$ cat src/mipsCorePkg.sv
package mipsCorePkg;

	// datapath and register index widths
	localparam int dataWidth = 32;
	localparam int regAddrWidth = 5;

	// jal link destination
	localparam logic [regAddrWidth-1:0] linkReg = 5'd31;

	// primary opcodes, instr[31:26]
	localparam logic [5:0] opRType = 6'h00;
	localparam logic [5:0] opJ = 6'h02;
	localparam logic [5:0] opJal = 6'h03;
	localparam logic [5:0] opBeq = 6'h04;
	localparam logic [5:0] opBne = 6'h05;
	localparam logic [5:0] opAddi = 6'h08;
	localparam logic [5:0] opSlti = 6'h0a;
	localparam logic [5:0] opAndi = 6'h0c;
	localparam logic [5:0] opOri = 6'h0d;
	localparam logic [5:0] opLui = 6'h0f;

	// R-type function codes, instr[5:0]
	localparam logic [5:0] functAdd = 6'h20;
	localparam logic [5:0] functSub = 6'h22;
	localparam logic [5:0] functAnd = 6'h24;
	localparam logic [5:0] functOr = 6'h25;
	localparam logic [5:0] functSlt = 6'h2a;

	typedef enum logic [2:0] {
		aluAdd,
		aluSub,
		aluAnd,
		aluOr,
		aluSlt
	} aluOpT;

	// second ALU operand source
	typedef enum logic [1:0] {
		srcReg,
		srcSext,
		srcZext
	} srcBSelT;

	// operand bypass source in execute
	typedef enum logic [1:0] {
		fwdReg,
		fwdMem,
		fwdWb
	} fwdSelT;

endpackage
$ cat src/mipsCore.sv
`timescale 1ns/1ps

module mipsCore import mipsCorePkg::*; (
	input  logic                    CLK,
	input  logic                    rstN,
	output logic [dataWidth-1:0]    fetchPc,
	input  logic [dataWidth-1:0]    fetchInstr,
	output logic                    wbValid,
	output logic [regAddrWidth-1:0] wbReg,
	output logic [dataWidth-1:0]    wbData
);
	logic stall, flushD, redirect, branchD, regWriteE, regWriteM;
	logic fwdBranchA, fwdBranchB, luiSelE, linkE;
	logic [dataWidth-1:0] redirectPc, instrD, pcPlus4D, rdA, rdB, resultM;
	logic [dataWidth-1:0] rdAE, rdBE, sextImmE, zextImmE, upperImmE, pcPlus4E;
	logic [regAddrWidth-1:0] rsD, rtD, rsE, rtE, destE, destM;
	aluOpT aluOpE;
	srcBSelT srcBSelE;
	fwdSelT fwdA, fwdB;

	fetchStage fetch_i (
		.CLK(CLK), .rstN(rstN), .stall(stall), .flushD(flushD),
		.redirect(redirect), .redirectPc(redirectPc), .fetchInstr(fetchInstr),
		.fetchPc(fetchPc), .instrD(instrD), .pcPlus4D(pcPlus4D)
	);

	decodeStage decode_i (
		.CLK(CLK), .rstN(rstN), .stall(stall), .instrD(instrD), .pcPlus4D(pcPlus4D),
		.rdA(rdA), .rdB(rdB), .fwdBranchA(fwdBranchA), .fwdBranchB(fwdBranchB),
		.resultM(resultM), .rsD(rsD), .rtD(rtD), .branchD(branchD), .rsE(rsE),
		.rtE(rtE), .destE(destE), .regWriteE(regWriteE), .rdAE(rdAE), .rdBE(rdBE),
		.sextImmE(sextImmE), .zextImmE(zextImmE), .upperImmE(upperImmE),
		.pcPlus4E(pcPlus4E), .aluOpE(aluOpE), .srcBSelE(srcBSelE), .luiSelE(luiSelE),
		.linkE(linkE), .redirect(redirect), .redirectPc(redirectPc), .flushD(flushD)
	);

	// writeback drives the write port
	registerFile regFile_i (
		.CLK(CLK), .rstN(rstN), .rsD(rsD), .rtD(rtD), .we(wbValid),
		.wReg(wbReg), .wData(wbData), .rdA(rdA), .rdB(rdB)
	);

	executeStage execute_i (
		.CLK(CLK), .rstN(rstN), .rdAE(rdAE), .rdBE(rdBE), .sextImmE(sextImmE),
		.zextImmE(zextImmE), .upperImmE(upperImmE), .pcPlus4E(pcPlus4E),
		.aluOpE(aluOpE), .srcBSelE(srcBSelE), .luiSelE(luiSelE), .linkE(linkE),
		.regWriteE(regWriteE), .destE(destE), .fwdA(fwdA), .fwdB(fwdB),
		.resultM(resultM), .destM(destM), .regWriteM(regWriteM), .wbValid(wbValid),
		.wbReg(wbReg), .wbData(wbData)
	);

	hazardUnit hazard_i (
		.rsD(rsD), .rtD(rtD), .branchD(branchD), .rsE(rsE), .rtE(rtE),
		.destE(destE), .regWriteE(regWriteE), .destM(destM), .regWriteM(regWriteM),
		.wbReg(wbReg), .wbValid(wbValid), .stall(stall), .fwdA(fwdA), .fwdB(fwdB),
		.fwdBranchA(fwdBranchA), .fwdBranchB(fwdBranchB)
	);

endmodule

$ cat src/hazardUnit.sv
`timescale 1ns/1ps

module hazardUnit import mipsCorePkg::*; (
	input  logic [regAddrWidth-1:0] rsD,
	input  logic [regAddrWidth-1:0] rtD,
	input  logic                    branchD,
	input  logic [regAddrWidth-1:0] rsE,
	input  logic [regAddrWidth-1:0] rtE,
	input  logic [regAddrWidth-1:0] destE,
	input  logic                    regWriteE,
	input  logic [regAddrWidth-1:0] destM,
	input  logic                    regWriteM,
	input  logic [regAddrWidth-1:0] wbReg,
	input  logic                    wbValid,
	output logic                    stall,
	output fwdSelT                  fwdA,
	output fwdSelT                  fwdB,
	output logic                    fwdBranchA,
	output logic                    fwdBranchB
);
	logic memWrites;

	// wbValid already excludes r0
	assign memWrites = regWriteM && destM != '0;

	always_comb begin
		// memory stage holds the younger value, so it wins
		if (memWrites && destM == rsE) fwdA = fwdMem;
		else if (wbValid && wbReg == rsE) fwdA = fwdWb;
		else fwdA = fwdReg;

		if (memWrites && destM == rtE) fwdB = fwdMem;
		else if (wbValid && wbReg == rtE) fwdB = fwdWb;
		else fwdB = fwdReg;
	end

	assign fwdBranchA = memWrites && destM == rsD;
	assign fwdBranchB = memWrites && destM == rtD;

	// branch operand still being computed in execute
	assign stall = branchD && regWriteE && destE != '0 &&
		(destE == rsD || destE == rtD);

endmodule

$ cat src/executeStage.sv
`timescale 1ns/1ps

module executeStage import mipsCorePkg::*; (
	input  logic                    CLK,
	input  logic                    rstN,
	input  logic [dataWidth-1:0]    rdAE,
	input  logic [dataWidth-1:0]    rdBE,
	input  logic [dataWidth-1:0]    sextImmE,
	input  logic [dataWidth-1:0]    zextImmE,
	input  logic [dataWidth-1:0]    upperImmE,
	input  logic [dataWidth-1:0]    pcPlus4E,
	input  aluOpT                   aluOpE,
	input  srcBSelT                 srcBSelE,
	input  logic                    luiSelE,
	input  logic                    linkE,
	input  logic                    regWriteE,
	input  logic [regAddrWidth-1:0] destE,
	input  fwdSelT                  fwdA,
	input  fwdSelT                  fwdB,
	output logic [dataWidth-1:0]    resultM,
	output logic [regAddrWidth-1:0] destM,
	output logic                    regWriteM,
	output logic                    wbValid,
	output logic [regAddrWidth-1:0] wbReg,
	output logic [dataWidth-1:0]    wbData
);
	logic [dataWidth-1:0] srcA, regB, srcB, aluOut, resultE;

	always_comb begin
		case (fwdA)
			fwdMem: srcA = resultM;
			fwdWb: srcA = wbData;
			default: srcA = rdAE;
		endcase
		case (fwdB)
			fwdMem: regB = resultM;
			fwdWb: regB = wbData;
			default: regB = rdBE;
		endcase
	end

	always_comb begin
		case (srcBSelE)
			srcSext: srcB = sextImmE;
			srcZext: srcB = zextImmE;
			default: srcB = regB;
		endcase
	end

	always_comb begin
		case (aluOpE)
			aluSub: aluOut = srcA - srcB;
			aluAnd: aluOut = srcA & srcB;
			aluOr: aluOut = srcA | srcB;
			// signed compare
			aluSlt: aluOut = {{(dataWidth - 1){1'b0}}, $signed(srcA) < $signed(srcB)};
			default: aluOut = srcA + srcB;
		endcase
	end

	// jal links the return address, lui bypasses the ALU
	assign resultE = linkE ? pcPlus4E : (luiSelE ? upperImmE : aluOut);

	always_ff @(posedge CLK or negedge rstN) begin
		if (!rstN) begin
			regWriteM <= 1'b0;
			wbValid <= 1'b0;
		end else begin
			regWriteM <= regWriteE;
			wbValid <= regWriteM && destM != '0;
		end
	end

	always_ff @(posedge CLK) begin
		resultM <= resultE;
		destM <= destE;
		wbData <= resultM;
		wbReg <= destM;
	end

endmodule

$ cat src/decodeStage.sv
`timescale 1ns/1ps

module decodeStage import mipsCorePkg::*; (
	input  logic                    CLK,
	input  logic                    rstN,
	input  logic                    stall,
	input  logic [dataWidth-1:0]    instrD,
	input  logic [dataWidth-1:0]    pcPlus4D,
	input  logic [dataWidth-1:0]    rdA,
	input  logic [dataWidth-1:0]    rdB,
	input  logic                    fwdBranchA,
	input  logic                    fwdBranchB,
	input  logic [dataWidth-1:0]    resultM,
	output logic [regAddrWidth-1:0] rsD,
	output logic [regAddrWidth-1:0] rtD,
	output logic                    branchD,
	output logic [regAddrWidth-1:0] rsE,
	output logic [regAddrWidth-1:0] rtE,
	output logic [regAddrWidth-1:0] destE,
	output logic                    regWriteE,
	output logic [dataWidth-1:0]    rdAE,
	output logic [dataWidth-1:0]    rdBE,
	output logic [dataWidth-1:0]    sextImmE,
	output logic [dataWidth-1:0]    zextImmE,
	output logic [dataWidth-1:0]    upperImmE,
	output logic [dataWidth-1:0]    pcPlus4E,
	output aluOpT                   aluOpE,
	output srcBSelT                 srcBSelE,
	output logic                    luiSelE,
	output logic                    linkE,
	output logic                    redirect,
	output logic [dataWidth-1:0]    redirectPc,
	output logic                    flushD
);
	logic regWriteD, regDstD, luiSelD, branchEqD, branchNeD, jumpD, linkD;
	aluOpT aluOpD;
	srcBSelT srcBSelD;
	logic [regAddrWidth-1:0] destD;
	logic [dataWidth-1:0] sextImmD, zextImmD, upperImmD;
	logic [dataWidth-1:0] cmpA, cmpB, branchTarget, jumpTarget;
	logic takenD;

	instructionDecoder decoder_i (
		.opcode(instrD[31:26]),
		.funct(instrD[5:0]),
		.regWrite(regWriteD),
		.regDst(regDstD),
		.aluOp(aluOpD),
		.srcBSel(srcBSelD),
		.luiSel(luiSelD),
		.branchEq(branchEqD),
		.branchNe(branchNeD),
		.jump(jumpD),
		.link(linkD)
	);

	assign rsD = instrD[25:21];
	assign rtD = instrD[20:16];
	assign destD = linkD ? linkReg : (regDstD ? instrD[15:11] : instrD[20:16]);

	assign sextImmD = {{16{instrD[15]}}, instrD[15:0]};
	assign zextImmD = {16'b0, instrD[15:0]};
	assign upperImmD = {instrD[15:0], 16'b0};

	// memory-stage bypass for the branch compare
	assign cmpA = fwdBranchA ? resultM : rdA;
	assign cmpB = fwdBranchB ? resultM : rdB;

	assign branchD = branchEqD | branchNeD;
	assign takenD = (branchEqD && cmpA == cmpB) || (branchNeD && cmpA != cmpB);

	assign branchTarget = pcPlus4D + {sextImmD[dataWidth-3:0], 2'b00};
	assign jumpTarget = {pcPlus4D[31:28], instrD[25:0], 2'b00};

	// operands are stale while stalled, so no redirect then
	assign flushD = !stall && (jumpD || takenD);
	assign redirect = flushD;
	assign redirectPc = jumpD ? jumpTarget : branchTarget;

	always_ff @(posedge CLK or negedge rstN) begin
		if (!rstN) begin
			regWriteE <= 1'b0;
			luiSelE <= 1'b0;
			linkE <= 1'b0;
			aluOpE <= aluAdd;
			srcBSelE <= srcReg;
			destE <= '0;
			rsE <= '0;
			rtE <= '0;
		end else if (stall) begin
			// bubble into execute
			regWriteE <= 1'b0;
			luiSelE <= 1'b0;
			linkE <= 1'b0;
			aluOpE <= aluAdd;
			srcBSelE <= srcReg;
			destE <= '0;
			rsE <= '0;
			rtE <= '0;
		end else begin
			regWriteE <= regWriteD;
			luiSelE <= luiSelD;
			linkE <= linkD;
			aluOpE <= aluOpD;
			srcBSelE <= srcBSelD;
			destE <= destD;
			rsE <= rsD;
			rtE <= rtD;
		end
	end

	always_ff @(posedge CLK) begin
		rdAE <= rdA;
		rdBE <= rdB;
		sextImmE <= sextImmD;
		zextImmE <= zextImmD;
		upperImmE <= upperImmD;
		pcPlus4E <= pcPlus4D;
	end

endmodule

$ cat src/fetchStage.sv
`timescale 1ns/1ps

module fetchStage import mipsCorePkg::*; (
	input  logic                 CLK,
	input  logic                 rstN,
	input  logic                 stall,
	input  logic                 flushD,
	input  logic                 redirect,
	input  logic [dataWidth-1:0] redirectPc,
	input  logic [dataWidth-1:0] fetchInstr,
	output logic [dataWidth-1:0] fetchPc,
	output logic [dataWidth-1:0] instrD,
	output logic [dataWidth-1:0] pcPlus4D
);
	logic [dataWidth-1:0] pcPlus4F;
	logic [dataWidth-1:0] nextPc;

	assign pcPlus4F = fetchPc + dataWidth'(4);
	assign nextPc = redirect ? redirectPc : pcPlus4F;

	always_ff @(posedge CLK or negedge rstN) begin
		if (!rstN) begin
			fetchPc <= '0;
		end else if (!stall) begin
			fetchPc <= nextPc;
		end
	end

	// all-zero word decodes to an instruction with no effect
	always_ff @(posedge CLK or negedge rstN) begin
		if (!rstN) begin
			instrD <= '0;
		end else if (flushD) begin
			instrD <= '0;
		end else if (!stall) begin
			instrD <= fetchInstr;
		end
	end

	always_ff @(posedge CLK) begin
		if (!stall) begin
			pcPlus4D <= pcPlus4F;
		end
	end

endmodule

$ cat src/instructionDecoder.sv
`timescale 1ns/1ps

module instructionDecoder import mipsCorePkg::*; (
	input  logic [5:0] opcode,
	input  logic [5:0] funct,
	output logic       regWrite,
	output logic       regDst,
	output aluOpT      aluOp,
	output srcBSelT    srcBSel,
	output logic       luiSel,
	output logic       branchEq,
	output logic       branchNe,
	output logic       jump,
	output logic       link
);
	always_comb begin
		// anything not listed below writes nothing
		regWrite = 1'b0;
		regDst = 1'b0;
		aluOp = aluAdd;
		srcBSel = srcReg;
		luiSel = 1'b0;
		branchEq = 1'b0;
		branchNe = 1'b0;
		jump = 1'b0;
		link = 1'b0;
		case (opcode)
			opRType: begin
				regDst = 1'b1;
				regWrite = 1'b1;
				case (funct)
					functAdd: aluOp = aluAdd;
					functSub: aluOp = aluSub;
					functAnd: aluOp = aluAnd;
					functOr: aluOp = aluOr;
					functSlt: aluOp = aluSlt;
					default: regWrite = 1'b0;
				endcase
			end
			opAddi: begin
				regWrite = 1'b1;
				srcBSel = srcSext;
			end
			opSlti: begin
				regWrite = 1'b1;
				srcBSel = srcSext;
				aluOp = aluSlt;
			end
			opAndi: begin
				regWrite = 1'b1;
				srcBSel = srcZext;
				aluOp = aluAnd;
			end
			opOri: begin
				regWrite = 1'b1;
				srcBSel = srcZext;
				aluOp = aluOr;
			end
			opLui: begin
				regWrite = 1'b1;
				luiSel = 1'b1;
			end
			opBeq: branchEq = 1'b1;
			opBne: branchNe = 1'b1;
			opJ: jump = 1'b1;
			opJal: begin
				jump = 1'b1;
				link = 1'b1;
				regWrite = 1'b1;
			end
			default: regWrite = 1'b0;
		endcase
	end

endmodule

$ cat src/registerFile.sv
`timescale 1ns/1ps

module registerFile import mipsCorePkg::*; (
	input  logic                    CLK,
	input  logic                    rstN,
	input  logic [regAddrWidth-1:0] rsD,
	input  logic [regAddrWidth-1:0] rtD,
	input  logic                    we,
	input  logic [regAddrWidth-1:0] wReg,
	input  logic [dataWidth-1:0]    wData,
	output logic [dataWidth-1:0]    rdA,
	output logic [dataWidth-1:0]    rdB
);
	logic [dataWidth-1:0] regs [0:(1 << regAddrWidth) - 1];

	always_ff @(posedge CLK or negedge rstN) begin
		if (!rstN) begin
			for (int i = 0; i < (1 << regAddrWidth); i++) begin
				regs[i] <= '0;
			end
		end else if (we && wReg != '0) begin
			regs[wReg] <= wData;
		end
	end

	// r0 is hardwired, writeback bypasses straight to decode
	assign rdA = (rsD == '0) ? '0 :
		(we && wReg == rsD) ? wData : regs[rsD];
	assign rdB = (rtD == '0) ? '0 :
		(we && wReg == rtD) ? wData : regs[rtD];

endmodule

$ cat config.mk
export PLATFORM = sky130hd
export DESIGN_NAME = mipsCore
export DESIGN_NICKNAME = d
export VERILOG_FILES = /design/src/mipsCorePkg.sv /design/src/mipsCore.sv /design/src/hazardUnit.sv /design/src/executeStage.sv /design/src/decodeStage.sv /design/src/fetchStage.sv /design/src/instructionDecoder.sv /design/src/registerFile.sv
export SDC_FILE = /design/constraint.sdc
export NUM_CORES = 2
export LEC_CHECK = 0
export BUFFER_PORTS_ARGS = -buffer_cell sky130_fd_sc_hd__buf_2
export CAP_MARGIN = 25
export CELL_PAD_IN_SITES_DETAIL_PLACEMENT = 1
export CELL_PAD_IN_SITES_GLOBAL_PLACEMENT = 1
export CORE_MARGIN = 1
export CORE_UTILIZATION = 36
export DETAILED_ROUTE_END_ITERATION = 6
export PLACE_DENSITY_LB_ADDON = 0.1
export SYNTH_ARGS = -nofsm -noshare
export SYNTH_HDL_FRONTEND = slang
export SYNTH_SLANG_ARGS = --single-unit
$ cat constraint.sdc
create_clock -name CLK -period 8.4 [get_ports CLK]
set_clock_uncertainty 0.2 [all_clocks]
set_input_delay 0 -clock CLK [delete_from_list [all_inputs] [get_ports CLK]]
set_output_delay 0 -clock CLK [all_outputs]
set_load 0.005 [all_outputs]
; Word level (Yosys, flattened, before mapping)
; Index checks and enable logic that the tools add are counted.
[word_totals]
wordCells = 188
out_inout_bits = 70
reg_bits = 1347
in_bits = 34
[classes]
n_reduce_logical = 32
n_mux = 50
bitwise_logic = 6
eq_ne = 37
addsub = 4
n_lt_le_gt_ge = 5
[op_table]
columns = op, n
row1 = bitwise mux 1024 bit, 1
row2 = two-way mux 32 bit, 17
row3 = binary-select mux 32 bit (select 5 bit), 2
row4 = one-hot mux 32 bit (2 select lines), 3
row5 = demux 32 bit (select 5 bit), 1
row6 = one-hot mux 32 bit (4 select lines), 1
row7 = adder 32 bit, 2
row8 = == test 5 bit, 10
row9 = adder 32 x 3 -> 32 bit (second input constant), 1
row10 = bitwise AND 32 bit, 1
row11 = == test 32 bit, 1
row12 = < comparator 32 bit, 1
row13 = != test 32 bit, 1
row14 = bitwise OR 32 bit, 1
row15 = subtractor 32 bit, 1
row16 = == test 6 x 4 -> 1 bit (second input constant), 5
row17 = == test 6 bit (second input constant), 5
row18 = two-way mux 5 bit, 5
row19 = one-hot mux 3 bit (4 select lines), 2
row20 = greater-or-equal comparator 6 bit (second input constant), 3
row21 = NOT 5 -> 6 bit, 3
row22 = logical AND 1 bit, 17
row23 = nonzero test 5 bit, 3
row24 = == test 6 x 2 -> 1 bit (second input constant), 2
row25 = other kinds (21), 45

; Logic depth before layout (Yosys ltp)
[depth]
word_depth = 13
depth_mapped = 28
depth_no_buf = 25

; Hierarchy
; From an unflattened synthesis, not the netlist that was laid out.
[unflattened]
cells_unflattened = 6380
hier_area_um2 = 76216.8
[modules_own_cells]
columns = mod, seq_area_each_um2, cells_each, n_inst, area_per_inst_um2
row1 = registerFile, 25624.6, 3815, 1, 54826.3
row2 = executeStage, 1531.5, 1310, 1, 9002.4
row3 = decodeStage, 2817.7, 710, 1, 6851.6
row4 = fetchStage, 2562.5, 438, 1, 4723.3
row5 = hazardUnit, 0.0, 68, 1, 534.3
row6 = instructionDecoder, 0.0, 39, 1, 279.0

; Worst setup path before layout
; No wires, ideal clock.
[synth_path]
path_kind = register to register
from = register execute_i.wbReg[4]
to = register execute_i.resultM[24]
synth_period_minus_slack_ns = 5.759
path_stages_with_launch = 28
path_buffers = 3
setup_ns = 0.074
required_time_ns = 8.126
t_arrival_ns = 5.485
slack_ns = 2.641
path_cell_list = dfxtp_1 buf_1 xor2_1 nor4_1 and3_1 clkbuf_1 clkbuf_1 mux2i_1 o21ai_0 a22oi_1 inv_1 ha_1 fa_1 a21o_1 a21oi_1 o21bai_1 a21oi_1 o21bai_1 a21oi_1 o21bai_1 a21oi_1 o21ai_0 a21oi_1 o21ai_0 xor2_1 o21ai_0 a211o_1 a31oi_1
[synth_via]
elab_chain_len = 11
elab_cells_between_ends = 22
classes_between = add/sub: 2 / eq/ne: 6 / mux: 10 / bitwise: 2 / reduce/logical: 2
[synth_rtl]
columns = element, line_no
row1 = from (decl), executeStage.sv:24  ; output logic [regAddrWidth-1:0] wbReg,
row2 = from (signal assigned), executeStage.sv:78  ; wbReg <= destM;
row3 = == test 5 bit, hazardUnit.sv:33  ; else if (wbValid && wbReg == rtE) fwdB = fwdWb;
row4 = logical AND 1 bit, hazardUnit.sv:33
row5 = two-way mux 2 bit, hazardUnit.sv:33
row6 = two-way mux 2 bit, hazardUnit.sv:32  ; if (memWrites && destM == rtE) fwdB = fwdMem;
row7 = == test 2 bit / == test 2 x 1 -> 1 bit (equally long branches), executeStage.sv:35  ; case (fwdB)
row8 = one-hot mux 32 bit (2 select lines), executeStage.sv:35
row9 = one-hot mux 32 bit (2 select lines), executeStage.sv:43  ; case (srcBSelE)
row10 = adder 32 bit (tied with other cells), executeStage.sv:57  ; default: aluOut = srcA + srcB;
row11 = one-hot mux 32 bit (4 select lines) (*), executeStage.sv:51  ; case (aluOpE)
row12 = two-way mux 32 bit (*) (2 in series), executeStage.sv:62  ; assign resultE = linkE ? pcPlus4E : (luiSelE ? upperImmE : aluOut);
row13 = via execute_i.resultE[24], executeStage.sv:27  ; logic [dataWidth-1:0] srcA, regB, srcB, aluOut, resultE;
row14 = to (signal assigned), executeStage.sv:75  ; resultM <= resultE;
row15 = to (decl), executeStage.sv:20  ; output logic [dataWidth-1:0] resultM,
; The timed path passes the listed nets; every way through them passes the cells marked *.
; A chain may end at the register's enable or synchronous reset.

; Worst setup path after layout
[layout_path]
from = register execute_i.destM[1]
to = register execute_i.resultM[22]
[layout_via]
elab_chain_len = 11
elab_cells_between_ends = 22
classes_between = add/sub: 2 / eq/ne: 6 / mux: 8 / bitwise: 2 / reduce/logical: 4
[layout_rtl]
columns = element, line_no
row1 = from (decl), executeStage.sv:21  ; output logic [regAddrWidth-1:0] destM,
row2 = from (signal assigned), executeStage.sv:76  ; destM <= destE;
row3 = nonzero test 5 bit, hazardUnit.sv:24  ; assign memWrites = regWriteM && destM != '0;
row4 = logical AND 1 bit, hazardUnit.sv:24
row5 = logical AND 1 bit, hazardUnit.sv:32
row6 = two-way mux 2 bit, hazardUnit.sv:32
row7 = == test 2 bit / == test 2 x 1 -> 1 bit (equally long branches), executeStage.sv:35
row8 = one-hot mux 32 bit (2 select lines), executeStage.sv:35
row9 = one-hot mux 32 bit (2 select lines), executeStage.sv:43
row10 = adder 32 bit (tied with other cells), executeStage.sv:57
row11 = one-hot mux 32 bit (4 select lines) (*), executeStage.sv:51
row12 = two-way mux 32 bit (*) (2 in series), executeStage.sv:62
row13 = via execute_i.resultE[22], executeStage.sv:27
; Marked as above.

==> results.env <==
REG2REG_FROM='execute_i.destM[1]$_DFF_P_'
TIMING.REG2REG.SETUP_SLACK_NS=1.43
FINAL.SETUP.TNS_NS=0
SYNTH-ASYNC-RESET-RATIO_PCT=83.6
SETUP-VIOLATIONS-FINAL=0
HOLD_VIOL=0
DRCVIOLATIONCOUNT=0
SYN-NUM-NETS=6231
WORSTSETUPSTARTPOINTTYPE='register'
ANTENNA_LEFT=0
RUN_STATUS='completed'
HOLDCRITPATHCLASS='register to register'
ROOT_BUFFER='sky130_fd_sc_hd__clkbuf_16'
YS.FLOP_TYPE='sky130_fd_sc_hd__dfrtp_1'
HTREEDEPTH=4
GRT.TOTAL_USAGE_PCT=29.2
PLACE.GP.CONGESTION=0.915
FINALMAXSLEWVIOLATIONS=0
VDD_DROP_MAX_mV=0.227
GLOBAL_ROUTE_WIRE_LENGTH_BEFORE_REPAIR_UM=442000
DRTITER0DRC=4388
AREA_GROWTH_FROM_SYNTHESIS_TO_LAYOUT_PCT=12.9
VIAS_AFTER_DETAILED_ROUTING=54100
CRIT_PATH_FREQUENT_CELL='sky130_fd_sc_hd__a21oi_1'
FMAXACHIEVABLE_MHz=144
CRITICAL_PATH.SLOWEST_CELL='sky130_fd_sc_hd__o21ai_1'
CLOCK_INSERTION_DELAY_WORST_SKEW_NS=0.84
TIGHTEST_SLEW_NS=1.13
PERIOD_NEEDED_NS=6.97
ROUTEDWLPERCELL_UM=34.4
FINAL_WORST_PATH_SETUP_SLACK_NS=1.43
YS.WARNINGS.COUNT=0
GR-TOTAL-OVERFLOW=0
NETLIST_AREA_UM2=75400
RSZ0062_AT_GRT='false'
CRITPATHARRIVALTIME_NS=7.53
TRITONROUTE_PASS_1_ITERS=5
CRITICAL_REGISTER_TO_REGISTER_PATH_ENDPOINT='execute_i.resultM[22]$_DFF_P_'
P_LEAK_nW=37.7
CRITICALPATHCATEGORY='register to register'
LAYOUT.CELL_AREA.NON_FILLER_UM2=85100
TIMING.HOLD.WORST.START='fetch_i.pcPlus4D[5]$_DFFE_PN_'
WORST_PATH_DOMINANT_CELL_FAMILY='compound AO/OA/AOI/OAI gates'
WHS_NS=0.183
R2R_CELLS=26
GRT_PASS1_VIAS=56500
MAX-SLEW-MARGIN-REL_PCT=23.7
CLOCK_SINK_COUNT=1331
SYN-MEAN-INSTANCE-AREA_UM2=12.4
CRITPATHREQUIREDTIME_NS=8.96
SYNTH_LARGEST_TYPE_AREA_FRACTION_PCT=36.9
PLACE_WS_NS=1.53
CP_NUM_BUF_INV=2
IO_BUFFER_COUNT=103
SYNTH_TOP_CELLS_BY_AREA='sky130_fd_sc_hd__dfrtp_1 (37%), sky130_fd_sc_hd__mux2_2 (15%), sky130_fd_sc_hd__mux4_2 (14%), sky130_fd_sc_hd__dfxtp_1 (4.9%), sky130_fd_sc_hd__mux2i_1 (4.7%)'
CRIT_START='execute_i.destM[1]$_DFF_P_'
NET_COUNT_REPORTED_AT_FINISH=6194
NUMBER_OF_FLIP_FLOPS_UNDER_THE_LARGEST_REGISTER_NAME=1024
HOLD_PATH_CELLS=0
PWRDENS_nW_PER_UM2=231
LARGEST_REGISTER='regFile_i.regs'
CRITPATHMAXFANOUT=32
CRITICAL_PATH.ENDPOINT_TYPE='register'
DIEWIDTH_UM=460
FIN_CRIT_SH_PCT=82.9
WL_UM=308000
POST_DP_CELL_AREA_UM2=78700
SYNTH-SEQ-CELLS=1331
FLOORPLAN.ROWS=167
CTS_RESIZED=0
CTS-ROOT-TO-SINK-BUFFERS=3
TRITONCTS='built'
SHARE_OF_POST_ROUTE_CELLS_WITH_DRIVE_STRENGTH_ABOVE_1_PCT=35.1
MAX_STAGE_DELAY_NS=0.59
NUMCTSBUFFERS=163
DRV.MAX_CAP_VIOLATION_COUNT=0
GRT_MAX_DEGREE=151
POST_CTS_HOLD_BUFFER_COUNT=67
SYNTH.YOSYS.SEQ_AREA_SHARE_PCT=43.1
HOLD_PATH_END='decode_i.pcPlus4E[5]$_DFF_P_'
TOP_LEVEL_PORTS=104
DIE_HEIGHT_UM=460
SYN_INST=6066
CORE_BOX_AREA_UM2=208000
INITIAL_CORE_UTIL_PCT=36.3
NUMBER_OF_ENABLE_TYPE_REGISTER_CELLS_IN_THE_SYNTHESIZED_NETLIST=32
SYNTH_TOP_AREA_CELL='sky130_fd_sc_hd__dfrtp_1'
SYNTHTOPCELLSBYCOUNT='sky130_fd_sc_hd__dfrtp_1 (1113), sky130_fd_sc_hd__mux2_2 (1004), sky130_fd_sc_hd__mux4_2 (462)'
POSTCTSSETUPBUFFERS=0
VIAS_PER_CELL=6.03
SYNTH_MOST_COMMON_CELL='sky130_fd_sc_hd__dfrtp_1'
DP.FINAL_HPWL_UM=197000
SYNTH_CELL_TYPE_COUNT=97
DESIGN.DIE.AREA_UM2=211000
GRT_ANTENNA_BEFORE_REPAIR=14
CLKSLEWWORSTSETUPHOLDPATHS_NS=0.06
cell families after synthesis:
kind of cell             count (synthesis)  share of synthesized area [%]
AND/OR/NAND/NOR                        804                           5.02
XOR/XNOR                               167                           1.97
adder cells (fa/ha/maj)                131                           2.20
multiplexers                          1821                           33.5
AO/OA/AOI/OAI                         1063                           9.48
buffers and inverters                  749                           4.67
flip-flops                            1331                           43.1
routing by layer:
| metal | up-vias | routed length (um) | global-route usage, % |
|---|---|---|---|
| met5 | - | 0 | 0 |
| met4 | 0 | 11300 | 10.0 |
| met3 | 445 | 14400 | 4.01 |
| met2 | 1471 | 142000 | 45.8 |
| met1 | 29500 | 141000 | 41.2 |
| li1 | 22600 | - | - |
per-stage QoR:
stage / total power [mW] / cells / util, %
after CTS: 19.8 / 8949 / 41.0
final: 19.7 / 8963 / 41.0
after global routing: 20.5 / 8955 / 41.0
after detailed placement: 12.2 / 8581 / 37.9
after global placement: 12.1 / 8574 / 37.8
after floorplan: 10.4 / 6066 / -
power by group:
part,internal (mW),switching (mW)
clock,4.47,3.05
combinational,1.72,2.47
sequential,7.16,0.803
total,13.3,6.32
worst reg2reg max path, cell delays in order (launching register included):
cell	delay [ns]
sky130_fd_sc_hd__dfxtp_1	0.39
sky130_fd_sc_hd__or4_1	0.57
sky130_fd_sc_hd__o21ai_1	0.59
sky130_fd_sc_hd__nor4_1	0.19
sky130_fd_sc_hd__and3_1	0.24
sky130_fd_sc_hd__buf_4	0.23
sky130_fd_sc_hd__nand2_1	0.11
sky130_fd_sc_hd__o21ai_0	0.09
sky130_fd_sc_hd__a22oi_1	0.20
sky130_fd_sc_hd__inv_1	0.10
sky130_fd_sc_hd__ha_1	0.24
sky130_fd_sc_hd__fa_1	0.48
sky130_fd_sc_hd__a21o_1	0.18
sky130_fd_sc_hd__a21oi_1	0.25
sky130_fd_sc_hd__o21bai_1	0.11
sky130_fd_sc_hd__a21oi_1	0.25
sky130_fd_sc_hd__o21bai_1	0.18
sky130_fd_sc_hd__a21oi_1	0.23
sky130_fd_sc_hd__o21bai_1	0.12
sky130_fd_sc_hd__a21oi_1	0.39
sky130_fd_sc_hd__o21ai_0	0.16
sky130_fd_sc_hd__a21oi_1	0.42
sky130_fd_sc_hd__o21bai_1	0.11
sky130_fd_sc_hd__a21o_1	0.20
sky130_fd_sc_hd__a21o_1	0.18
sky130_fd_sc_hd__a211oi_1	0.36
sky130_fd_sc_hd__a211o_1	0.15
layout by cell type (no fill, tap or decap), types with 64 or more instances in the layout:
master,n
sky130_fd_sc_hd__buf_4,187
sky130_fd_sc_hd__a22oi_1,64
sky130_fd_sc_hd__nor2_1,207
sky130_fd_sc_hd__a221oi_1,77
sky130_fd_sc_hd__a21oi_1,210
sky130_fd_sc_hd__xnor2_1,102
sky130_fd_sc_hd__dlygate4sd3_1,66
sky130_fd_sc_hd__o21ai_0,253
sky130_fd_sc_hd__dfrtp_1,1103
sky130_fd_sc_hd__buf_2,104
sky130_fd_sc_hd__ha_1,128
sky130_fd_sc_hd__mux2i_1,355
sky130_fd_sc_hd__dfxtp_1,186
sky130_fd_sc_hd__nand2_1,266
sky130_fd_sc_hd__mux2_2,1004
sky130_fd_sc_hd__mux4_2,462
sky130_fd_sc_hd__inv_1,155
sky130_fd_sc_hd__clkbuf_16,172
sky130_fd_sc_hd__o22ai_1,64
worst max path at each step:
stage | end | slack (ns) | cells after the start
6_report | execute_i.resultM[22]$_DFF_P_ | 1.43 | 26
5_1_grt | execute_i.resultM[22]$_DFF_P_ | 0.92 | 26
4_1_cts | execute_i.resultM[22]$_DFF_P_ | 1.48 | 26
3_5_place_dp | execute_i.resultM[22]$_DFF_P_ | 1.53 | 26
3_3_place_gp | fetch_i.fetchPc[16]$_DFFE_PN0N_ | 1.29 | 16
2_1_floorplan | execute_i.resultM[24]$_DFF_P_ | 2.64 | 27
area by class of cell:
cell class / count / area [um^2]
sequential: 1331 / 32600
fill: 21500 / 123000
multi-input combinational: 3986 / 39700
timing repair buffer: 384 / 3080
clock inverter: 51 / 641
inverter: 163 / 617
antenna: 10 / 25.0
clock buffer: 250 / 5030
tap: 2788 / 3490
(Power assumes the default switching activity.)
